==> src/common/status_map_pkg.sv <==
// Status bus register offsets and fixed read words
package status_map_pkg;

   typedef enum logic [5:0] {
      SCRATCH     = 6'h00,
      ID          = 6'h01,
      FEATURES    = 6'h02,
      CTRL        = 6'h18,
      TX_CNT_LO   = 6'h19,
      TX_CNT_HI   = 6'h1A,
      RX_CNT_LO   = 6'h1B,
      RX_CNT_HI   = 6'h1C,
      RX_GOOD_LO  = 6'h1D,
      RX_GOOD_HI  = 6'h1E,
      TX_START_LO = 6'h1F,
      TX_START_HI = 6'h20,
      TX_END_LO   = 6'h21,
      TX_END_HI   = 6'h22,
      RX_START_LO = 6'h23,
      RX_START_HI = 6'h24,
      RX_END_LO   = 6'h25,
      RX_END_HI   = 6'h26
   } reg_ofs_e;

   // Block occupies 0x1000-0x103f
   localparam logic [5:0]  STATUS_ADDR_PREFIX = 6'b000100;

   localparam logic [31:0] CLIENT_ID      = "CLNT";
   localparam logic [31:0] FEATURES_WORD  = 32'h0;
   localparam logic [31:0] UNMAPPED_RDATA = 32'h123;
   localparam logic [31:0] FOREIGN_RDATA  = 32'h0BAD_F00D;

endpackage

==> src/common/perf_mon_pkg.sv <==
// Stream tap bundle, counter and timestamp types
// Synchronizer depth for the tap registering stages
package perf_mon_pkg;

   localparam int CNT_W       = 64;
   localparam int STAMP_W     = 64;
   localparam int ERR_W       = 6;   // RX error field
   localparam int SYNC_STAGES = 2;

   typedef logic [CNT_W-1:0]   cnt_t;
   typedef logic [STAMP_W-1:0] stamp_t;

   // Registered copy of both stream taps
   typedef struct packed {
      logic tx_sop;
      logic tx_eop;
      logic tx_valid;
      logic tx_ready;
      logic rx_sop;
      logic rx_eop;
      logic rx_valid;
      logic rx_err_any;   // OR of the RX error field
   } tap_t;

endpackage
==> src/common/perf_snapshot_if.sv <==
// Held counter and timestamp snapshot, producer and consumer views
`timescale 1ns/1ps

interface perf_snapshot_if import perf_mon_pkg::*; ();

   cnt_t   tx_cnt;
   cnt_t   rx_cnt;
   cnt_t   rx_good_cnt;
   stamp_t tx_start;
   stamp_t tx_end;
   stamp_t rx_start;
   stamp_t rx_end;

   modport producer (
      output tx_cnt, rx_cnt, rx_good_cnt,
      output tx_start, tx_end, rx_start, rx_end
   );

   modport consumer (
      input tx_cnt, rx_cnt, rx_good_cnt,
      input tx_start, tx_end, rx_start, rx_end
   );

endinterface

==> src/source/perf_mon_top.sv <==
// Performance monitor top, tap registering, counters and status registers
`timescale 1ns/1ps

module perf_mon_top import perf_mon_pkg::*; (
   input  logic             i_clk_status,
   input  logic             perf_count_rst,
   input  logic             i_tx_sop,
   input  logic             i_tx_eop,
   input  logic             i_tx_valid,
   input  logic             i_tx_ready,
   input  logic             i_rx_sop,
   input  logic             i_rx_eop,
   input  logic             i_rx_valid,
   input  logic [ERR_W-1:0] i_rx_error,
   input  logic             i_status_read,
   input  logic             i_status_write,
   input  logic [15:0]      i_status_addr,
   input  logic [31:0]      i_status_writedata,
   output logic [31:0]      o_status_readdata,
   output logic             o_status_readdata_valid
);

   tap_t tap;
   logic tx_sop_fire;
   logic tx_eop_fire;
   logic rx_sop_fire;
   logic rx_eop_fire;
   logic log_clear;
   logic stall;

   perf_snapshot_if snap_if ();

   tap_sync u_tap (
      .i_clk_status   (i_clk_status),
      .perf_count_rst (perf_count_rst),
      .i_tx_sop       (i_tx_sop),
      .i_tx_eop       (i_tx_eop),
      .i_tx_valid     (i_tx_valid),
      .i_tx_ready     (i_tx_ready),
      .i_rx_sop       (i_rx_sop),
      .i_rx_eop       (i_rx_eop),
      .i_rx_valid     (i_rx_valid),
      .i_rx_error     (i_rx_error),
      .o_tap          (tap),
      .o_tx_sop_fire  (tx_sop_fire),
      .o_tx_eop_fire  (tx_eop_fire),
      .o_rx_sop_fire  (rx_sop_fire),
      .o_rx_eop_fire  (rx_eop_fire)
   );

   perf_counters u_perf (
      .i_clk_status   (i_clk_status),
      .perf_count_rst (perf_count_rst),
      .i_log_clear    (log_clear),
      .i_stall        (stall),
      .i_tap          (tap),
      .i_tx_sop_fire  (tx_sop_fire),
      .i_tx_eop_fire  (tx_eop_fire),
      .i_rx_sop_fire  (rx_sop_fire),
      .i_rx_eop_fire  (rx_eop_fire),
      .snap           (snap_if.producer)
   );

   status_regs u_regs (
      .i_clk_status            (i_clk_status),
      .perf_count_rst          (perf_count_rst),
      .i_status_addr           (i_status_addr),
      .i_status_read           (i_status_read),
      .i_status_write          (i_status_write),
      .i_status_writedata      (i_status_writedata),
      .snap                    (snap_if.consumer),
      .o_log_clear             (log_clear),
      .o_stall                 (stall),
      .o_status_readdata       (o_status_readdata),
      .o_status_readdata_valid (o_status_readdata_valid)
   );

endmodule

==> src/source/status_regs.sv <==
// Status bus decode, scratch and control registers
// Two-stage read path over the counter snapshot
`timescale 1ns/1ps

module status_regs import status_map_pkg::*; (
   input  logic        i_clk_status,
   input  logic        perf_count_rst,
   input  logic [15:0] i_status_addr,
   input  logic        i_status_read,
   input  logic        i_status_write,
   input  logic [31:0] i_status_writedata,
   perf_snapshot_if.consumer snap,
   output logic        o_log_clear,
   output logic        o_stall,
   output logic [31:0] o_status_readdata,
   output logic        o_status_readdata_valid
);

   reg_ofs_e    addr_r;
   logic        sel_r;
   logic        read_r;
   logic        write_r;
   logic [31:0] wdata_r;
   logic [31:0] scratch;
   logic        stall;
   logic        reset_log;
   logic [31:0] rd_word;

   ////////////////////////////////////////
   // Request stage
   ////////////////////////////////////////

   always_ff @(posedge i_clk_status) begin
      if (perf_count_rst) begin
         sel_r   <= 1'b0;
         read_r  <= 1'b0;
         write_r <= 1'b0;
      end else begin
         sel_r   <= (i_status_addr[15:6] == {STATUS_ADDR_PREFIX, 4'b0});
         read_r  <= i_status_read;
         write_r <= i_status_write;
      end
   end

   always_ff @(posedge i_clk_status) begin
      addr_r  <= reg_ofs_e'(i_status_addr[5:0]);
      wdata_r <= i_status_writedata;
   end

   // Read word select
   always_comb begin
      case (addr_r)
         SCRATCH     : rd_word = scratch;
         ID          : rd_word = CLIENT_ID;
         FEATURES    : rd_word = FEATURES_WORD;
         CTRL        : rd_word = {30'b0, stall, reset_log};
         TX_CNT_LO   : rd_word = snap.tx_cnt[31:0];
         TX_CNT_HI   : rd_word = snap.tx_cnt[63:32];
         RX_CNT_LO   : rd_word = snap.rx_cnt[31:0];
         RX_CNT_HI   : rd_word = snap.rx_cnt[63:32];
         RX_GOOD_LO  : rd_word = snap.rx_good_cnt[31:0];
         RX_GOOD_HI  : rd_word = snap.rx_good_cnt[63:32];
         TX_START_LO : rd_word = snap.tx_start[31:0];
         TX_START_HI : rd_word = snap.tx_start[63:32];
         TX_END_LO   : rd_word = snap.tx_end[31:0];
         TX_END_HI   : rd_word = snap.tx_end[63:32];
         RX_START_LO : rd_word = snap.rx_start[31:0];
         RX_START_HI : rd_word = snap.rx_start[63:32];
         RX_END_LO   : rd_word = snap.rx_end[31:0];
         RX_END_HI   : rd_word = snap.rx_end[63:32];
         default     : rd_word = UNMAPPED_RDATA;
      endcase
   end

   ////////////////////////////////////////
   // Response and write stage
   ////////////////////////////////////////

   always_ff @(posedge i_clk_status) begin
      if (perf_count_rst) begin
         o_status_readdata       <= '0;
         o_status_readdata_valid <= 1'b0;
      end else begin
         o_status_readdata_valid <= read_r & sel_r;
         if (read_r) begin
            o_status_readdata <= sel_r ? rd_word : FOREIGN_RDATA;   // Foreign read, no valid
         end
      end
   end

   always_ff @(posedge i_clk_status) begin
      if (perf_count_rst) begin
         scratch   <= '0;
         stall     <= 1'b0;
         reset_log <= 1'b0;
      end else if (write_r && sel_r) begin
         case (addr_r)
            SCRATCH : scratch <= wdata_r;
            CTRL    : {stall, reset_log} <= wdata_r[1:0];
            default : ;
         endcase
      end
   end

   assign o_stall     = stall;
   assign o_log_clear = reset_log;   // Level, holds counters clear while set

endmodule

==> src/monitor/perf_counters.sv <==
// Free-running timestamp, packet counters, first/last stamps
// Snapshot registers frozen while stall is set
`timescale 1ns/1ps

module perf_counters import perf_mon_pkg::*; (
   input  logic             i_clk_status,
   input  logic             perf_count_rst,
   input  logic             i_log_clear,
   input  logic             i_stall,
   input  tap_t             i_tap,
   input  logic             i_tx_sop_fire,
   input  logic             i_tx_eop_fire,
   input  logic             i_rx_sop_fire,
   input  logic             i_rx_eop_fire,
   perf_snapshot_if.producer snap
);

   localparam int DIR_TX = 0;
   localparam int DIR_RX = 1;

   logic       clr;
   stamp_t     ts_cnt;
   cnt_t       tx_cnt;
   cnt_t       rx_cnt;
   cnt_t       rx_good_cnt;
   logic [1:0] sop_fire;
   logic [1:0] eop_fire;
   logic [1:0] logged;   // First sop seen, per direction
   stamp_t     start_q [2];
   stamp_t     end_q [2];

   assign clr = perf_count_rst | i_log_clear;

   assign sop_fire = {i_rx_sop_fire, i_tx_sop_fire};
   assign eop_fire = {i_rx_eop_fire, i_tx_eop_fire};

   ////////////////////////////////////////
   // Timestamp and packet counts
   ////////////////////////////////////////

   always_ff @(posedge i_clk_status) begin
      if (clr) begin
         ts_cnt <= '0;
      end else begin
         ts_cnt <= ts_cnt + 1'b1;
      end
   end

   always_ff @(posedge i_clk_status) begin
      if (clr) begin
         tx_cnt      <= '0;
         rx_cnt      <= '0;
         rx_good_cnt <= '0;
      end else begin
         if (i_tx_eop_fire) tx_cnt <= tx_cnt + 1'b1;
         if (i_rx_eop_fire) begin
            rx_cnt <= rx_cnt + 1'b1;
            if (!i_tap.rx_err_any) rx_good_cnt <= rx_good_cnt + 1'b1;   // Clean at eop
         end
      end
   end

   ////////////////////////////////////////
   // First sop and last eop stamps
   ////////////////////////////////////////

   always_ff @(posedge i_clk_status) begin
      if (clr) begin
         logged <= '0;
         for (int d = 0; d < 2; d++) begin
            start_q[d] <= '0;
            end_q[d]   <= '0;
         end
      end else begin
         for (int d = 0; d < 2; d++) begin
            if (sop_fire[d]) logged[d] <= 1'b1;
            if (!logged[d]) start_q[d] <= ts_cnt;   // Tracks until first sop
            if (eop_fire[d]) end_q[d] <= ts_cnt;
         end
      end
   end

   // Readable copy, held under stall
   always_ff @(posedge i_clk_status) begin
      if (clr) begin
         snap.tx_cnt      <= '0;
         snap.rx_cnt      <= '0;
         snap.rx_good_cnt <= '0;
         snap.tx_start    <= '0;
         snap.tx_end      <= '0;
         snap.rx_start    <= '0;
         snap.rx_end      <= '0;
      end else if (!i_stall) begin
         snap.tx_cnt      <= tx_cnt;
         snap.rx_cnt      <= rx_cnt;
         snap.rx_good_cnt <= rx_good_cnt;
         snap.tx_start    <= start_q[DIR_TX];
         snap.tx_end      <= end_q[DIR_TX];
         snap.rx_start    <= start_q[DIR_RX];
         snap.rx_end      <= end_q[DIR_RX];
      end
   end

endmodule

==> src/monitor/tap_sync.sv <==
// Registering stages for the TX and RX stream taps
// Qualified sop and eop event pulses
`timescale 1ns/1ps

module tap_sync import perf_mon_pkg::*; (
   input  logic             i_clk_status,
   input  logic             perf_count_rst,
   input  logic             i_tx_sop,
   input  logic             i_tx_eop,
   input  logic             i_tx_valid,
   input  logic             i_tx_ready,
   input  logic             i_rx_sop,
   input  logic             i_rx_eop,
   input  logic             i_rx_valid,
   input  logic [ERR_W-1:0] i_rx_error,
   output tap_t             o_tap,
   output logic             o_tx_sop_fire,
   output logic             o_tx_eop_fire,
   output logic             o_rx_sop_fire,
   output logic             o_rx_eop_fire
);

   tap_t tap_in;
   tap_t stage [SYNC_STAGES];
   tap_t tap_q;

   always_comb begin
      tap_in.tx_sop     = i_tx_sop;
      tap_in.tx_eop     = i_tx_eop;
      tap_in.tx_valid   = i_tx_valid;
      tap_in.tx_ready   = i_tx_ready;
      tap_in.rx_sop     = i_rx_sop;
      tap_in.rx_eop     = i_rx_eop;
      tap_in.rx_valid   = i_rx_valid;
      tap_in.rx_err_any = |i_rx_error;   // Only error presence matters
   end

   always_ff @(posedge i_clk_status) begin
      if (perf_count_rst) begin
         for (int i = 0; i < SYNC_STAGES; i++) begin
            stage[i] <= '0;
         end
      end else begin
         stage[0] <= tap_in;
         for (int i = 1; i < SYNC_STAGES; i++) begin
            stage[i] <= stage[i-1];
         end
      end
   end

   assign tap_q = stage[SYNC_STAGES-1];
   assign o_tap = tap_q;

   // TX beat needs ready, RX has none
   assign o_tx_sop_fire = tap_q.tx_sop & tap_q.tx_valid & tap_q.tx_ready;
   assign o_tx_eop_fire = tap_q.tx_eop & tap_q.tx_valid & tap_q.tx_ready;
   assign o_rx_sop_fire = tap_q.rx_sop & tap_q.rx_valid;
   assign o_rx_eop_fire = tap_q.rx_eop & tap_q.rx_valid;

endmodule

==> config.mk <==
export PLATFORM = sky130hd
export DESIGN_NAME = perf_mon_top
export DESIGN_NICKNAME = d
export VERILOG_FILES = /design/src/common/status_map_pkg.sv /design/src/common/perf_mon_pkg.sv /design/src/common/perf_snapshot_if.sv /design/src/source/perf_mon_top.sv /design/src/source/status_regs.sv /design/src/monitor/perf_counters.sv /design/src/monitor/tap_sync.sv
export SDC_FILE = /design/constraint.sdc
export NUM_CORES = 2
export LEC_CHECK = 0
export BUFFER_PORTS_ARGS = -buffer_cell sky130_fd_sc_hd__buf_2
export CAP_MARGIN = 20
export CORE_AREA = 2 2 340 426
export DETAILED_ROUTE_END_ITERATION = 8
export DIE_AREA = 0 0 342 428
export PLACE_DENSITY = 0.47
export REMOVE_ABC_BUFFERS = 1
export SYNTH_ARGS = -nofsm -noshare
export SYNTH_HDL_FRONTEND = slang
export SYNTH_SLANG_ARGS = --single-unit
==> constraint.sdc <==
create_clock -name i_clk_status -period 5.8 [get_ports i_clk_status]
set_input_delay 0.87 -clock i_clk_status [delete_from_list [all_inputs] [get_ports i_clk_status]]
set_output_delay 0.87 -clock i_clk_status [all_outputs]
set_load 0.05 [all_outputs]
* Word level (Yosys, flattened, before mapping)
Memories as Yosys holds them, arrays and structs flattened. A register that Yosys moved wholly into a read port is not among the register bits.
Cells that the tools add are included.
** Word-level totals
- Bits in registers :: 558
- Latch bits :: 0
- Memory bits (writable) :: 272
- Memory bits (read-only) :: 0
- Bits of input ports :: 65
- Output and inout port bits :: 33
- Logic and storage cells :: 94
- Memories kept :: 3
** Operators by class
- Add/subtract/negate cells :: 4
- Multipliers :: 0
- Divide/modulo/power cells :: 0
- Magnitude comparators :: 0
- Equality and inequality tests :: 18
- Shifts and indexed selects :: 0
- Mux-type cells :: 25
- Bitwise operators :: 15
- Reductions and logical operators :: 10
** Memories
- u_perf.end_q :: words 2, bits a word 64, rd ports 2, clocked after memory_dff 2, write ports 2, RTL line perf_counters.sv:30 : stamp_t end_q [2];
- u_perf.start_q :: words 2, bits a word 64, rd ports 2, clocked after memory_dff 2, write ports 2, RTL line perf_counters.sv:29 : stamp_t start_q [2];
- u_tap.stage :: words 2, bits a word 8, rd ports 2, clocked after memory_dff 0, write ports 2, RTL line tap_sync.sv:24 : tap_t stage [SYNC_STAGES];
** Operators by type and width (number)
- $pmux 32 s18 :: 1
- $add 64x1->64 const B :: 4
- $mux 64 :: 4
- $eq 6x5->1 const B :: 8
- $eq 6x6->1 const B :: 7
- $mux 32 :: 1
- $mux 1 :: 17
- $mux 8 :: 2
- $eq 10x7->1 const B :: 1
- $and 1x1->1 :: 7
- $or 1x1->1 :: 7
- $eq 6x1->1 const B :: 1
- $eq 6x2->1 const B :: 1
- $logic_not 6->1 :: 1
- $reduce_and 2->1 :: 3
- $reduce_or 6->1 :: 1
- $logic_not 1->1 :: 4
- $logic_and 1x1->1 :: 1
- $not 1->1 :: 1

* Logic depth before layout (Yosys ltp)
- Depth in word-level cells :: 6
- Gate-level depth with buffers :: 10
- Gate-level depth less buffers :: 7

* Cells and area by module
Synthesis repeated with hierarchy kept, for this count alone.
** Second synthesis, totals
- Cell total of the unflattened synthesis :: 4198
- Area, all modules :: 43541.8 um2
** By module, submodules not included
- perf_counters :: instances 1, cells each 3294, area an instance 36010.8 um2, seq. area each 21820.9 um2
- status_regs :: instances 1, cells each 857, area an instance 6974.2 um2, seq. area each 2162.1 um2
- tap_sync :: instances 1, cells each 47, area an instance 556.8 um2, seq. area each 320.3 um2

* Worst setup path before layout
OpenSTA, ideal clock, no wires.
- Path kind :: in2reg
- Start :: input port perf_count_rst
- End :: memory u_perf.end_q[0][0] in the netlist's numbering (enable)
- Setup time :: 692 ps
- Arrival time :: 2481 ps
- Required time :: 5108 ps
- Path slack :: 2627 ps
- Stages on the path :: 3
- Buffers on the path :: 1
- Cells stage by stage :: clkbuf_1 -> nor2_1 -> nand2_1
** RTL lines
- start, declared :: RTL line perf_mon_top.sv:6 : input logic perf_count_rst,
- end, declared :: RTL line perf_counters.sv:30

* Final worst setup path
- Start :: register u_regs.addr_r[1]
- End :: register u_regs.o_status_readdata[26]
** On the way
- Longest elaborated chain between the ends :: 3
- Elaborated cells between the ends (all ways) :: 20
- Classes of those cells :: eq/ne (17); mux (2); reduce/logical (1)
** Ends and longest elaborated chain
- start, declared :: RTL line status_regs.sv:19 : reg_ofs_e addr_r;
- start signal, assigned :: RTL line status_regs.sv:46 : addr_r <= reg_ofs_e'(i_status_addr[5:0]);
- $eq 6x6->1, or another cell as far along :: RTL line status_regs.sv:52 : case (addr_r)
- $pmux 32 s18 (*) :: RTL line status_regs.sv:52
- $mux 32 (*) :: RTL line status_regs.sv:86 : o_status_readdata <= sel_r ? rd_word : FOREIGN_RDATA;
- end signal, assigned :: RTL line status_regs.sv:86
- end, declared :: RTL line status_regs.sv:15 : output logic [31:0] o_status_readdata,
Mark *: on every way between the ends. The rest lies on a longest branch, timed or not.
A chain may end at the register's enable or synchronous reset.

==> impl_metrics.toml <==
[synthesis]
synth-warning-count = 0
yosys.area_share.simple_pct = 17.9
synth-main-ff-cell = "dfxtp_1"
synth_largest_area_cell = "dfxtp_1"
synth-seq-cells = 1086
synth_xor_area_share_pct = 4.29
synthDistinctLibCells = 69
yosys-mux-area-fraction_pct = 11.8
synth_adder_area_share_pct = 0.118
synth_edf_count = 256
synthCells = 4061
syn_avg_cell_area_um2 = 10.4
synth_compound_area_share_pct = 6.19
synth.most_common_cell = "dfxtp_1"
synth_area_mm2 = 0.0424
synth_top_family_by_area = "simple AND/OR/NAND/NOR gates"
synth-seq-area-share_pct = 57.3
synth_area_leaders = "dfxtp_1, edfxtp_1, mux2i_1, nor2_1, xnor2_1"
ys_top_cells_by_count = "dfxtp_1, nor2_1, mux2i_1, edfxtp_1, nand2_1"
yosysTopAreaCellShare_pct = 39.2
async_reset_ff_share_pct = 0

[cts]
path_clk_slew_ns = 0.07
clk_path_buf_depth = 3
cts_resized = 0
postCtsSetupRepairBufs = 0
cts-hold-fix-buffers = 0
numCtsBuffers = 109
clock-sinks = 1086
tritoncts = "built"
clk_latency_ns = 0.73
htreeDepth = 3
clk_root_buffer_cell = "clkbuf_16"

[sta]
report.final.slew_viol_count = 0
setup_tns_ns = 0
hold_viol = 0
worstMarginPinSlew_ns = 1.07
period_needed_ns = 3.11
slew_headroom_pct = 28.5
clock-skew-final_ns = 0.0348
fmax_ghz = 0.322
setup_viol = 0
rsz0062_at_grt = "false"
fin_crit_sh_pct = 53.6

[routing]
drt_iter0_markers = 2420
drc = 0
wire_per_inst_um = 24.2
routed-via-count = 30500
drt.antenna.violating_nets = 0
dr.pass1.iters = 6
wl_um = 148000
avgViaCountPerCell = 5.01

[critical_path]
criticalPathCategory = "reg -> reg"
worstPathArrival_ns = 3.67
end_kind = "flop"
worstPathRequired_ns = 6.37
cp-start-kind = "flop"
worst-path-max-fanout = 22

[power_and_ir_drop]
ir_drop_mv = 0.238
powerDensity_mw_per_mm2 = 321
power.leakage_nw = 16.5

[die]
num_rows = 155
core_region_area_mm2 = 0.142
die_area_mm2 = 0.146
ioPinCount = 98
start_util_pct = 29.8
die_w_um = 342
dieHeight_um = 428

[global_routing]
grt_max_degree = 191
grt_use_total_pct = 19.7
grt_pass1_vias = 29400
grt_pass1_wl_um = 213000
antenna_found_initial = 3
overflow = 0

[placement]
numPortBuffers = 97
hpwl_um = 104000
post_dp_cell_area_mm2 = 0.0452
placed_cells = 5878
place.gp.congestion = 0.906

[final_layout]
final_cell_area_mm2 = 0.0489
num-nets-final = 4174
area_growth_pct = 15.4
final_core_util_pct = 34.4
reg_top3 = "u_perf.end_q: 128 flops, u_perf.start_q: 128 flops"
drive_gt1_share_pct = 9.48
stdcell_count = 6091

[job]
cap_violations = 0

[status]
run_status = "finished, final reports clean"

[hold_path]
hp-class = "in -> reg"
[power breakdown]
group	internal [mW]	switching, mW
registers	7.82	0.0833
logic	0.0915	0.285
clock network	4.31	3.09
[cell families after synthesis]
group | Yosys count
fa+ha+maj | 4
buf+inv | 270
compound gates | 382
simple gates | 1614
xor+xnor | 208
flops | 1086
mux | 497
[through the flow]
stage          hold WS [ns]  setup WS (ns)  total power, mW
3_3_place_gp          0.426           2.46             8.45
4_1_cts               0.189           2.64             15.9
2_1_floorplan         0.411          -9.92             8.23
3_5_place_dp          0.427           2.42             8.46
6_report              0.251           2.69             15.7
5_1_grt               0.232           2.49             16.2
[final cells by class]
cell class | count | area (um2)
Antenna cell | 7 | 17.5
Timing Repair Buffer | 167 | 1140
Inverter | 36 | 135
Clock inverter | 42 | 489
Sequential cell | 1086 | 24300
Clock buffer | 164 | 3250
Tap cell | 1884 | 2360
Multi-Input combinational cell | 2705 | 17200
Fill cell | 14400 | 93400
[metal layers]
metal  share of wire [%]  wire, um  vias to the layer above  GRT usage [%]
met5                   0         0                        -              0
met4                 4.1      6040                        0           8.37
met3                 4.4      6520                      220           2.09
met2                  48     70600                      784           32.9
met1                  44     64400                    15100           25.8
li1                    -         -                    14400              -
[critical path: stages (launching register included)]
cell	delay (ns)
dfxtp_4	0.61
buf_4	0.59
mux2_2	0.40
a22oi_1	0.50
o22ai_1	0.38
a211oi_1	0.31
o21ai_0	0.11
[cells in the final DEF (no fill, tap or decap), types with 36 or more instances in the layout]
cell,instances
dfxtp_1,826
nor2_1,726
mux2i_1,488
edfxtp_1,256
nand2_1,243
and2_1,143
clkbuf_16,114
xnor2_1,108
nand3_1,101
a21oi_1,101
xor2_1,100
buf_2,96
nand4_1,89
a22oi_1,84
nor3_1,66
buf_4,61
o21ai_0,58
nor4_1,54
or3_1,39
inv_1,36
[final timing paths]
path | from | end | slack (ns) | cells after the start
min | i_status_writedata[25] | u_regs.wdata_r[25] | 0.25 | 1
max | u_regs.addr_r[1] | u_regs.o_status_readdata[26] | 2.69 | 6
min reg2reg | u_regs.wdata_r[26] | u_regs.scratch[26] | 0.43 | 2
max reg2reg | u_regs.addr_r[1] | u_regs.o_status_readdata[26] | 2.69 | 6
No activity file was read; power rests on OpenSTA's default activity.
